**src/hdl/dmem_config.svh**
```systemverilog
`ifndef DMEM_CONFIG_SVH
`define DMEM_CONFIG_SVH

// byte address width, 12 bits gives 4 KiB
`define DMEM_ADDR_W 12

// number of 32-bit words behind that address space
`define DMEM_WORDS ((1 << `DMEM_ADDR_W) / 4)

// word index drops the two byte offset bits
// so index width is `DMEM_ADDR_W - 2 everywhere

`endif

```
**src/hdl/dmem_pkg.sv**
```systemverilog
package dmem_pkg;

    // funct3 codes for loads and stores
    // stores only use B, H and W
    typedef enum logic [2:0] {
        LSU_B  = 3'b000, // lb / sb
        LSU_H  = 3'b001, // lh / sh
        LSU_W  = 3'b010, // lw / sw
        LSU_BU = 3'b100, // lbu
        LSU_HU = 3'b101  // lhu
    } lsu_op_e;

    // one memory word seen two ways
    // lane[0] is the byte at offset 0 (little endian)
    typedef union packed {
        logic [31:0]      word; // whole word view
        logic [3:0][7:0]  lane; // per byte lane view
    } dmem_word_u;

endpackage

```
**src/hdl/dmem_req_if.sv**
```systemverilog
`timescale 1ns/1ns
`include "dmem_config.svh"

// decoded request, combinational from decode to the array
interface dmem_req_if;
    import dmem_pkg::*;

    logic                    valid;    // cyc && stb
    logic                    we;       // store when high
    logic                    err;      // misaligned or illegal funct3
    logic [`DMEM_ADDR_W-3:0] word_idx; // address without byte offset
    logic [3:0]              byte_en;  // lanes to write, zero for loads
    dmem_word_u              wdata;    // store data already in its lanes
    lsu_op_e                 op;       // funct3 of the access
    logic [1:0]              byte_off; // low address bits

    // decode side
    modport producer (
        output valid, we, err, word_idx, byte_en, wdata, op, byte_off
    );

    // array side
    modport consumer (
        input valid, we, err, word_idx, byte_en, wdata, op, byte_off
    );

endinterface

```
**src/hdl/dmem_access_decode.sv**
```systemverilog
`timescale 1ns/1ns
`include "dmem_config.svh"

module dmem_access_decode (
    input  logic [`DMEM_ADDR_W-1:0] wb_adr_i,
    input  logic [31:0]             wb_dat_i,
    input  logic                    wb_we_i,
    input  logic                    wb_stb_i,
    input  logic                    wb_cyc_i,
    input  dmem_pkg::lsu_op_e       wb_funct3_i,
    dmem_req_if.producer            req_o
);
    import dmem_pkg::*;

    logic [2:0] f3;       // raw funct3, may hold codes outside the enum
    logic [1:0] off;
    logic       misalign;
    logic       illegal;

    assign f3  = wb_funct3_i;
    assign off = wb_adr_i[1:0];

    // address split
    assign req_o.valid    = wb_cyc_i & wb_stb_i;
    assign req_o.we       = wb_we_i;
    assign req_o.word_idx = wb_adr_i[`DMEM_ADDR_W-1:2];
    assign req_o.byte_off = off;
    assign req_o.op       = wb_funct3_i;
    assign req_o.err      = misalign | illegal;

    always_comb begin
        case (f3)
            LSU_H, LSU_HU: misalign = off[0]; // halfword on odd byte
            LSU_W:         misalign = |off;   // word must sit on offset 0
            default:       misalign = 1'b0;
        endcase
    end

    always_comb begin
        if (wb_we_i) begin
            illegal = (f3 > 3'd2); // no unsigned or wider stores
        end else begin
            illegal = (f3 == 3'd3) || (f3 == 3'd6) || (f3 == 3'd7);
        end
    end

    // lane steering for stores
    always_comb begin
        req_o.byte_en    = 4'b0000;
        req_o.wdata.word = wb_dat_i; // sw and default
        case (f3)
            LSU_B: begin
                req_o.byte_en    = 4'b0001 << off;
                req_o.wdata.lane = {4{wb_dat_i[7:0]}}; // byte in every lane
            end
            LSU_H: begin
                req_o.byte_en          = 4'b0011 << off;
                req_o.wdata.lane[1:0]  = wb_dat_i[15:0];
                req_o.wdata.lane[3:2]  = wb_dat_i[15:0]; // upper half copy
            end
            LSU_W: begin
                req_o.byte_en = 4'b1111;
            end
            default: begin
                req_o.byte_en = 4'b0000;
            end
        endcase
        // loads and refused stores touch nothing
        if (!wb_we_i || misalign || illegal) begin
            req_o.byte_en = 4'b0000;
        end
    end

endmodule

```
**src/flat_wrapper.sv**
```systemverilog
// flat-port wrapper written by rule: the top's interface ports become plain ports
module dmem_access_decode_flat import dmem_pkg::*;
  (wb_adr_i, wb_dat_i, wb_we_i, wb_stb_i, wb_cyc_i, wb_funct3_i, req_o_valid, req_o_we, req_o_err, req_o_word_idx, req_o_byte_en, req_o_wdata, req_o_op, req_o_byte_off);
  dmem_req_if req_o_i ();
  input  logic [`DMEM_ADDR_W-1:0] wb_adr_i;
  input  logic [31:0] wb_dat_i;
  input  logic wb_we_i;
  input  logic wb_stb_i;
  input  logic wb_cyc_i;
  input  dmem_pkg::lsu_op_e wb_funct3_i;
  output wire logic [$bits(req_o_i.valid)-1:0] req_o_valid;
  output wire logic [$bits(req_o_i.we)-1:0] req_o_we;
  output wire logic [$bits(req_o_i.err)-1:0] req_o_err;
  output wire logic [$bits(req_o_i.word_idx)-1:0] req_o_word_idx;
  output wire logic [$bits(req_o_i.byte_en)-1:0] req_o_byte_en;
  output wire logic [$bits(req_o_i.wdata)-1:0] req_o_wdata;
  output wire logic [$bits(req_o_i.op)-1:0] req_o_op;
  output wire logic [$bits(req_o_i.byte_off)-1:0] req_o_byte_off;
  assign req_o_valid = req_o_i.valid;
  assign req_o_we = req_o_i.we;
  assign req_o_err = req_o_i.err;
  assign req_o_word_idx = req_o_i.word_idx;
  assign req_o_byte_en = req_o_i.byte_en;
  assign req_o_wdata = req_o_i.wdata;
  assign req_o_op = req_o_i.op;
  assign req_o_byte_off = req_o_i.byte_off;
  dmem_access_decode u_core (.wb_adr_i(wb_adr_i), .wb_dat_i(wb_dat_i), .wb_we_i(wb_we_i), .wb_stb_i(wb_stb_i), .wb_cyc_i(wb_cyc_i), .wb_funct3_i(wb_funct3_i), .req_o(req_o_i));
endmodule
```
**config.mk**
```make
export PLATFORM = sky130hd
export DESIGN_NAME = dmem_access_decode_flat
export DESIGN_NICKNAME = d
export VERILOG_FILES = /design/src/hdl/dmem_pkg.sv /design/src/hdl/dmem_req_if.sv /design/src/hdl/dmem_access_decode.sv /design/src/flat_wrapper.sv
export VERILOG_INCLUDE_DIRS = /design/src /design/src/hdl
export SDC_FILE = /design/constraint.sdc
export NUM_CORES = 1
export LEC_CHECK = 0
export BUFFER_PORTS_ARGS = -buffer_cell sky130_fd_sc_hd__buf_4
export CAP_MARGIN = 20
export CELL_PAD_IN_SITES_DETAIL_PLACEMENT = 1
export CELL_PAD_IN_SITES_GLOBAL_PLACEMENT = 2
export CORE_MARGIN = 8
export CORE_UTILIZATION = 14
export DETAILED_ROUTE_END_ITERATION = 12
export GPL_ROUTABILITY_DRIVEN = 0
export PLACE_DENSITY = 0.9
export SYNTH_ARGS = -nofsm -noshare
export SYNTH_HDL_FRONTEND = slang
export SYNTH_SLANG_ARGS = --single-unit
```
**constraint.sdc**
```tcl
create_clock -name vclk -period 1.35
set_input_delay 0.0675 -clock vclk [all_inputs]
set_output_delay 0.0675 -clock vclk [all_outputs]
set_load 0.03 [all_outputs]
```
==> flow_metrics.tcl <==
set metrics [dict create \
    status "finished, final reports clean" \
    hp-class "input pin to primary output" \
    cpMostUsedCell "buf_4" \
    antenna_found_initial 0 \
    ant_nets 0 \
    seq_area_frac_synth_pct 0 \
    fin_tns_setup_ns 0 \
    flops_and_latches 0 \
    cpMaxStageDelayCell "or2_1" \
    netlist_area_um2 740.7 \
    regArea_um2 0 \
    switching_share_pct 54.97 \
    power_uw 582.4 \
    drive_gt1_share_pct 75.33 \
    fin_crit_sh_pct 91.65 \
    clock_power_share_pct 0 \
    maxSlewViolCount 0 \
    grt_start_max_net_pins 17 \
    n_fill_cell 621 \
    grt_overflow 0 \
    p_int_uw 262.3 \
    switchingPower_uw 320.1 \
    antenna_cells 0 \
    hpwl_um 2832 \
    core_um2 5107 \
    initial_utilization_pct 14.50 \
    syn2layout_area_growth_pct 76.52 \
    yosysWarnings 0 \
    die_w_um 88.74 \
    crit_arrival_ns 1.17 \
    cts_hold_buffers 0 \
    finalSetupViolCount 0 \
    post_dp_cell_area_um2 1308 \
    stdcell_area_um2 1308 \
    design.die.area_um2 7874 \
    hold_violations 0 \
    drtIter0Drc 12 \
    grt_pass1_vias 984 \
    io_buffers 84 \
    drv_cap 0 \
    fmax_mhz 808.2 \
    drt_pass1_iterations 4 \
    final_cell_mix "90 x buf_4, 16 x o21ai_0, 14 x mux2_2" \
    comb_power_share_pct 100.0 \
    worstPathCellList "buf_4 -> or2_1 -> buf_12 -> mux2_4 -> buf_4" \
    final_common_cell "buf_4" \
    cp-end-kind "primary output" \
    min_period_ns 1.237 \
    drc 0 \
    p_seq_share_pct 0 \
    required_ns 1.28 \
    synth_cells 91 \
    final_core_util_pct 25.60 \
    fin_cells 220 \
    grt_pass1_wl_um 4740 \
    critPathMaxFanout 16 \
    dp.cells 220 \
    grt_setup_unrepaired "false" \
    die_y_um 88.74 \
    grt_usage_pct 7.433 \
    slew_headroom_pct 82.45 \
    ir_worst_vdd_v 0.0001217 \
    cts_resized 0 \
    nClkBuffers 0 \
    vias_per_cell 3.995 \
    yosysUniqueCellTypes 26 \
    worst_pin_slew_ns 0.2627 \
    layout.nets 202 \
    io_pins 104 \
    p_per_area_nw_per_um2 445.4 \
    critical_path_class "input pin to primary output" \
    max_stage_delay_ns 0.30 \
    start_kind "input pin" \
    drt-total-wl_um 3321 \
    avgSynthCellArea_um2 8.140 \
    post_cts_buffers 0 \
    syn_nets 141 \
    multiInputGateArea_um2 520.5 \
    row_count 26 \
    p_leak_nw 0.6245 \
    routed-via-count 879 \
    routedWlPerCell_um 15.10 \
]
layer usage:
layer	part of all wire, %	wire, µm	global-route usage (%)	up-vias
met5	0	0	0	-
met4	0.15	5	0.1536	0
met3	13	424	2.693	2
met2	53	1759	14.89	51
met1	34	1132	7.353	402
li1	-	-	-	424
layout make-up:
class / instances / area share, %
well taps: 70 / 6.699
multi-input cells: 58 / 39.81
inverters: 1 / 0.2871
repair buffers: 91 / 53.21
cells in the mapped netlist (all sizes together), types with 2 or more instances:
| cell | count | area (µm²) |
|---|---|---|
| mux2i | 8 | 80.08 |
| o21ai | 16 | 80.08 |
| nand2b | 2 | 12.51 |
| clkbuf | 2 | 7.510 |
| mux2 | 16 | 187.7 |
| buf | 30 | 232.7 |
| a2111oi | 2 | 17.52 |
power by group through the flow:
| stage | logic (mW) | registers, mW | clock network (mW) |
|---|---|---|---|
| finish | 0.582 | 0 | 0 |
| global route | 0.619 | 0 | 0 |
| CTS | 0.594 | 0 | 0 |
| detailed placement | 0.593 | 0 | 0 |
| global placement | 0.588 | 0 | 0 |
| floorplan | 0.408 | 0 | 0 |
worst max-delay path, delay by kind of cell:
family	cells	cell delay, ns
buf+inv	3	0.52
simple gates	1	0.30
mux	1	0.29
metrics by stage:
stage,worst slack [ns],hold slack (ns)
2_1_floorplan,-0.08747,0.2031
6_report,0.1127,0.1350
3_3_place_gp,0.1140,0.1352
4_1_cts,0.1044,0.1352
5_1_grt,0.08153,0.1350
3_5_place_dp,0.1039,0.1352
logic make-up (layout without fill, tap and decap cells):
group                  after synthesis  in the layout  synth area share [%]
multiplexers                        24             24                 36.15
XOR/XNOR                             1              1                 1.183
AND/OR/NAND/NOR                     11             11                 12.50
AO/OA/AOI/OAI                       22             22                 17.23
buffers and inverters               33             92                 32.94
path summary, 6_finish.rpt:
check                          start           endpoint  depth (start not counted)
worst min-delay path     wb_adr_i[5]  req_o_word_idx[3]                          0
worst max-delay path  wb_funct3_i[1]    req_o_wdata[21]                          5
(Power assumes the default switching activity.)
