===== src/hdl/dmem_pkg.sv =====
package dmem_pkg;

    // funct3 codes for loads and stores
    // stores only use B, H and W
    typedef enum logic [2:0] {
        LSU_B  = 3'b000, // lb / sb
        LSU_H  = 3'b001, // lh / sh
        LSU_W  = 3'b010, // lw / sw
        LSU_BU = 3'b100, // lbu
        LSU_HU = 3'b101  // lhu
    } lsu_op_e;

    // one memory word seen two ways
    // lane[0] is the byte at offset 0 (little endian)
    typedef union packed {
        logic [31:0]      word; // whole word view
        logic [3:0][7:0]  lane; // per byte lane view
    } dmem_word_u;

endpackage


===== src/hdl/dmem_load_align.sv =====
`timescale 1ns/1ns

module dmem_load_align (
    input  dmem_pkg::dmem_word_u rdata_i,
    input  dmem_pkg::lsu_op_e    rd_op_i,
    input  logic [1:0]           rd_off_i,
    output logic [31:0]          data_o
);
    import dmem_pkg::*;

    logic [7:0]  sel_b; // addressed byte
    logic [15:0] sel_h; // addressed halfword

    assign sel_b = rdata_i.lane[rd_off_i];

    // offset bit 0 is always clear for legal halfword loads
    assign sel_h = rd_off_i[1] ? rdata_i.lane[3:2] : rdata_i.lane[1:0];

    always_comb begin
        case (rd_op_i)
            LSU_B: begin
                data_o = {{24{sel_b[7]}}, sel_b}; // sign extend
            end
            LSU_BU: begin
                data_o = {24'h000000, sel_b};
            end
            LSU_H: begin
                data_o = {{16{sel_h[15]}}, sel_h};
            end
            LSU_HU: begin
                data_o = {16'h0000, sel_h};
            end
            default: begin
                data_o = rdata_i.word; // lw passes through
            end
        endcase
    end

endmodule


===== config.mk =====
export PLATFORM = sky130hd
export DESIGN_NAME = dmem_load_align
export DESIGN_NICKNAME = d
export VERILOG_FILES = /design/src/hdl/dmem_pkg.sv /design/src/hdl/dmem_load_align.sv
export SDC_FILE = /design/constraint.sdc
export NUM_CORES = 1
export LEC_CHECK = 0
export BUFFER_PORTS_ARGS = -buffer_cell sky130_fd_sc_hd__buf_4
export CORE_MARGIN = 2
export CORE_UTILIZATION = 25
export DETAILED_ROUTE_END_ITERATION = 8
export PLACE_DENSITY_LB_ADDON = 0.1
export SLEW_MARGIN = 15
export SYNTH_ARGS = -nofsm -noshare
export SYNTH_HDL_FRONTEND = slang
export SYNTH_SLANG_ARGS = --single-unit
export TNS_END_PERCENT = 100

===== constraint.sdc =====
create_clock -name vclk -period 2.45
set_clock_uncertainty 0.2 [all_clocks]
set_input_delay 0.49 -clock vclk [all_inputs]
set_output_delay 0.49 -clock vclk [all_outputs]
set_load 0.01 [all_outputs]

==> impl_metrics.csv, run 1 <==
group,metric,value,unit
setup_path,cp_top_family,"multiplexers",
sta,finalSetupTns,-6.47,ps
sta,slew_headroom,78.5,%
sta,fin_ws,-6.47,ps
setup_path,critPathKind,"input port to output port",
grt,grt_pass1_wl,4.00,mm
floorplanning,coreArea,2430,um2
clock_network,holdBufCountCts,0,
place,dpl_cell_area,1250,um2
finish,clock_buffers,0,
status,violations,"negative setup slack",
sta,rsz0062_at_grt,"true",
sta,finalSetupViolCount,1,
yosys,syn_area,628,um2
setup_path,critPathRequiredTime,1760,ps
setup_path,arrival,1770,ps
setup_path,cp_slowest_cell,"mux4_2",
sta,fmax,407,MHz
floorplanning,initial_core_util,25.8,%
yosys,yosys_warnings,0,
yosys,seq_area_frac_synth,0,%
floorplanning,fp.dieArea,2930,um2
pwr,power.density,224,nW/um2
yosys,synthDistinctLibCells,25,
yosys,syn_inst,109,
finish,final_cell_count_no_fill,215,
setup_path,cp_max_fo,6,
floorplanning,io_pins,69,
route,drtIter0Drc,20,
route,antenna_left,0,
pwr,peakVddDrop,0.135,mV
setup_path,startpoint_type,"input port",
status,outcome,"complete, but fails checks",
finish,drive_above_1_share,59.5,%
route,vias_per_cell,4.86,
floorplanning,placementRows,18,
sta,slew_viol_final,0,
route,drt-total-wl,2.68,mm
route,num_vias,1044,
floorplanning,die_w,54.1,um
setup_path,path_cells,"buf_8 -> mux4_2 -> nor3b_4 -> o21bai_4 -> buf_6 -> nand2_2 -> buf_6",
finish,fill_cells,247,
route,drc,0,
hold_path,hold_class,"input port to output port",
route,firstDrtPassIters,4,
place,port_buffers,69,
sta,tightest_slew,319,ps
setup_path,critPathMaxStageDelay,510,ps
run,drv_cap,0,
finish,antenna_cells,0,
floorplanning,fp.dieH,54.1,um
grt,grt_pass1_vias,911,
setup_path,crit_top_cell,"buf_6",
pwr,power.total,0.000311,W
finish,final_cell_area,1390,um2
finish,nNetsFinal,224,
place,place_inst,214,
finish,ff_latch_area,0,um2
yosys,synthesis.nets,146,
finish,fin_util,57.0,%
finish,multiInputGateArea,641,um2
pwr,p_leak,0.726,nW
setup_path,worstSetupEndpointType,"output port",
sta,finalHoldViolations,0,
yosys,syn_area_per_cell,5.76,um2
grt,antenna_found_initial,0,
place,gp_congestion,0.786,
setup_path,cp_num_buf_inv,3,
finish,nFlopsAndLatches,0,
grt,track_usage,17.5,%
sta,period_needed,2460,ps
sta,period_share,100,%
finish,layout-area-overhead-vs-synth,121,%
grt,gr-total-overflow,0,
route,wire_per_inst,12.5,um
place,dp_hpwl,2.14,mm
grt,grt_max_degree,23,
metrics by stage:
step / setup WS, ps / hold WS [ps]
after floorplan: 127 / 899
after global placement: -132 / 1060
after detailed placement: -162 / 1070
after CTS: -17.4 / 1070
after global routing: -67.7 / 1080
final: -6.47 / 1060
power breakdown:
group | internal (W) | switching, W
registers | 0 | 0
clock network | 0 | 0
logic | 0.000175 | 0.000136
total | 0.000175 | 0.000136
routing by layer:
layer	wire, um	share of wire, %	vias to the layer above	global-route usage (%)
li1	-	-	531	-
met1	1140	42	475	23.4
met2	1370	51	38	32.5
met3	171	6.4	0	0.278
met4	0	0	0	0.833
met5	0	0	-	0
tightest hold or removal path, stage by stage:
cell and delay, ps:
buf_6 70, nand2_1 60, nand2_2 70, buf_6 90
final cells by class:
type                       instances  share of cell area [%]
timing repair buffer              84                    50.9
tap                               30                    2.71
multi-input combinational        100                    46.2
inverter                           1                   0.271
cells by family after synthesis:
kind of cell | share of synthesized area, %
and+or+nand+nor | 43.0
muxes | 18.9
AOI/OAI and AO/OA | 30.9
buffers and inverters | 7.17
cells in the final DEF, fill, tap and decap left out:
cell type  Yosys  layout
o21bai_4       1       1
nand2b_1       1       1
nor2_1         5       5
a22oi_2        0       2
mux4_2         1       1
a21oi_1        6       6
o21ai_0        9       8
or2_2          1       1
nand3b_1       1       1
o32ai_1        1       1
o211ai_1       2       2
o21ai_1        0       1
nand3_1        1       1
mux2_2         5       5
buf_8          0       1
buf_4          0      65
nand2_1       44      32
nor3_1         1       1
nor3b_4        1       1
nand2_2        2      12
o311ai_0       1       1
o21bai_1       1       1
nor2b_4        0       1
buf_6          1      18
a22oi_1        8       6
inv_1          1       1
nand2_4        0       2
mux2i_1        4       4
nor2b_1        4       3
synth_stat cells:
| cell | count | share of area (%) |
|---|---|---|
| nand3_1 | 1 | 0.80 |
| mux2_2 | 5 | 9.0 |
| nand3b_1 | 1 | 1.2 |
| inv_1 | 1 | 0.60 |
| o21ai_0 | 9 | 7.2 |
| nand2_2 | 2 | 2.0 |
| o21bai_1 | 1 | 1.2 |
| o21bai_4 | 1 | 3.0 |
| a21oi_1 | 6 | 4.8 |
| nand2b_1 | 1 | 1.0 |
| o32ai_1 | 1 | 1.4 |
| a22oi_1 | 8 | 9.6 |
| o211ai_1 | 2 | 2.4 |
| or2_2 | 1 | 1.0 |
| nor2b_1 | 4 | 4.0 |
| nand2_1 | 44 | 26 |
| clkbuf_1 | 4 | 2.4 |
| mux2i_1 | 4 | 6.4 |
| nor3b_4 | 1 | 3.0 |
| buf_6 | 1 | 1.8 |
| o311ai_0 | 1 | 1.4 |
| nor3_1 | 1 | 0.80 |
| mux4_2 | 1 | 3.6 |
| buf_2 | 3 | 2.4 |
| nor2_1 | 5 | 3.0 |
path summary, 6_finish.rpt:
check                       start         end  slack (ps)  depth (start not counted)
worst min-delay path  rdata_i[31]  data_o[31]        1060                          4
worst max-delay path  rd_off_i[0]  data_o[22]          -6                          7
what timing repair did:
action / in CTS / in global routing
setup buffers: 0 / 1
hold endpoints to repair: 0 / 0
endpoints found under the setup margin: 23 / 26
pin swaps: 1 / 1
resized for setup: 14 / 25
(Power assumes the default switching activity.)
==> inputs of run 2 (changes only) <==
--- a/config.mk
+++ b/config.mk
@@ -9,7 +9,6 @@
 export CORE_MARGIN = 2
 export CORE_UTILIZATION = 25
 export DETAILED_ROUTE_END_ITERATION = 8
-export PLACE_DENSITY_LB_ADDON = 0.1
 export SLEW_MARGIN = 15
 export SYNTH_ARGS = -nofsm -noshare
 export SYNTH_HDL_FRONTEND = slang
==> run 2 against run 1 <==
The run still ends with negative setup slack left. Non-clock buffer count shrank 3. Worst hold slack is essentially flat. Global-route usage shrank 0.74 points. Wire length shrank 4.7%.
==> impl_metrics.csv, run 2 (synthesized netlist as in run 1, its figures left out) <==
group,metric,value,unit
place,dp_hpwl,2.11,mm
pwr,peakVddDrop,0.0991,mV
hold_path,hold_class,"input port to output port",
status,violations,"negative setup slack",
place,place_inst,212,
route,drtIter0Drc,19,
sta,fmax,406,MHz
setup_path,critPathKind,"input port to output port",
finish,clock_buffers,0,
floorplanning,io_pins,69,
pwr,p_leak,0.694,nW
sta,finalSetupViolCount,2,
route,wire_per_inst,12.1,um
route,drt-total-wl,2.56,mm
setup_path,crit_path_start,"rd_off_i[0]",
pwr,power.density,223,nW/um2
floorplanning,placementRows,18,
setup_path,worstSetupEndpoint,"data_o[31]",
finish,layout-area-overhead-vs-synth,100,%
place,dpl_cell_area,1240,um2
grt,gr-total-overflow,0,
route,drc,0,
sta,whs,1060,ps
grt,antenna_found_initial,0,
sta,slew_viol_final,0,
sta,finalHoldViolations,0,
floorplanning,coreArea,2430,um2
finish,fill_cells,252,
setup_path,cp_slowest_cell,"mux4_2",
setup_path,worstSetupEndpointType,"output port",
sta,rsz0062_at_grt,"true",
route,num_vias,1012,
clock_network,holdBufCountCts,0,
setup_path,path_cells,"buf_4 -> mux4_2 -> nor3b_4 -> o21bai_4 -> buf_12 -> nand2_1 -> buf_4",
run,drv_cap,0,
place,gp_congestion,0.786,
finish,layout_common_cells,"buf_4, nand2_1, a22oi_1, o21ai_0, a21oi_1",
finish,nFlopsAndLatches,0,
setup_path,critPathMaxStageDelay,500,ps
setup_path,cp_max_fo,16,
sta,tightest_slew,457,ps
finish,ff_latch_area,0,um2
floorplanning,fp.dieH,54.1,um
setup_path,critPathRequiredTime,1760,ps
status,outcome,"complete, but fails checks",
setup_path,startpoint_type,"input port",
setup_path,arrival,1780,ps
finish,nNetsFinal,221,
finish,final_cell_area,1260,um2
finish,final_common_cell,"buf_4",
sta,period_share,101,%
finish,final_cell_count_no_fill,212,
route,vias_per_cell,4.77,
floorplanning,die_w,54.1,um
floorplanning,initial_core_util,25.8,%
place,port_buffers,69,
grt,track_usage,16.8,%
clock_network,cts_setup_buffers,0,
sta,period_needed,2470,ps
grt,grt_max_degree,21,
sta,fin_ws,-15.4,ps
finish,drive_above_1_share,50.5,%
sta,slew_headroom,69.4,%
grt,grt_pass1_vias,849,
setup_path,crit_top_cell,"buf_4",
floorplanning,fp.dieArea,2930,um2
finish,antenna_cells,0,
route,antenna_left,0,
route,firstDrtPassIters,4,
grt,grt_pass1_wl,3.83,mm
run 2: cell types whose count changed in the layout (fill, tap and decap cells not counted):
cell / delta
or2_4: +1
buf_8: -1
nor2b_1: +1
nand2_4: -2
a22oi_1: +2
or2_2: -1
a22oi_2: -2
nand2_2: -10
buf_4: +12
nand2_1: +12
buf_12: +1
buf_6: -15
nor2b_4: -1
run 2: area by class of cell:
class              count  area [um2]  area share (%)
multi-input cells    100         586            46.5
inverters              1        3.75           0.298
repair buffers        81         632            50.2
well taps             30        37.5            2.98
run 2: worst min path at each step:
stage           startpoint    endpoint  slack [ps]  cells past startpoint
2_1_floorplan  rdata_i[17]  data_o[17]         900                      2
3_3_place_gp   rdata_i[25]  data_o[25]        1070                      4
3_5_place_dp   rdata_i[25]  data_o[25]        1060                      4
4_1_cts        rdata_i[25]  data_o[25]        1060                      4
5_1_grt         rdata_i[1]   data_o[1]        1080                      4
6_report       rdata_i[25]  data_o[25]        1060                      4
run 2: timing repair:
action | CTS | global route
endpoints found under the setup margin | 10 | 19
pin swaps | 0 | 0
resized for setup | 0 | 5
run 2: stage by stage:
stage          power, W  util, %  setup TNS (ps)  worst slack (ps)
2_1_floorplan  0.000122        -               0               127
3_3_place_gp   0.000278     51.2           -14.9             -14.9
3_5_place_dp   0.000279     51.2           -53.9             -26.8
4_1_cts        0.000280     51.2           -71.6             -28.4
5_1_grt        0.000309     51.7            -550             -72.3
6_report       0.000281     51.7           -22.9             -15.4
run 2: per-layer routing:
metal	vias up	GRT usage (%)	routed length (um)
met1	437	24.4	1210
li1	529	-	-
met5	-	0	0
met4	0	0	0
met3	0	0.556	221
met2	46	28.9	1120
run 2: critical path: cells and delay by family:
kind | cells | cell delay, ps
multiplexers | 1 | 500
AO/OA/AOI/OAI | 1 | 150
buffers and inverters | 3 | 390
AND/OR/NAND/NOR | 2 | 240
run 2: report_power, final:
| part | internal [W] | switching (W) |
|---|---|---|
| clock network | 0 | 0 |
| logic | 0.000156 | 0.000125 |
| registers | 0 | 0 |
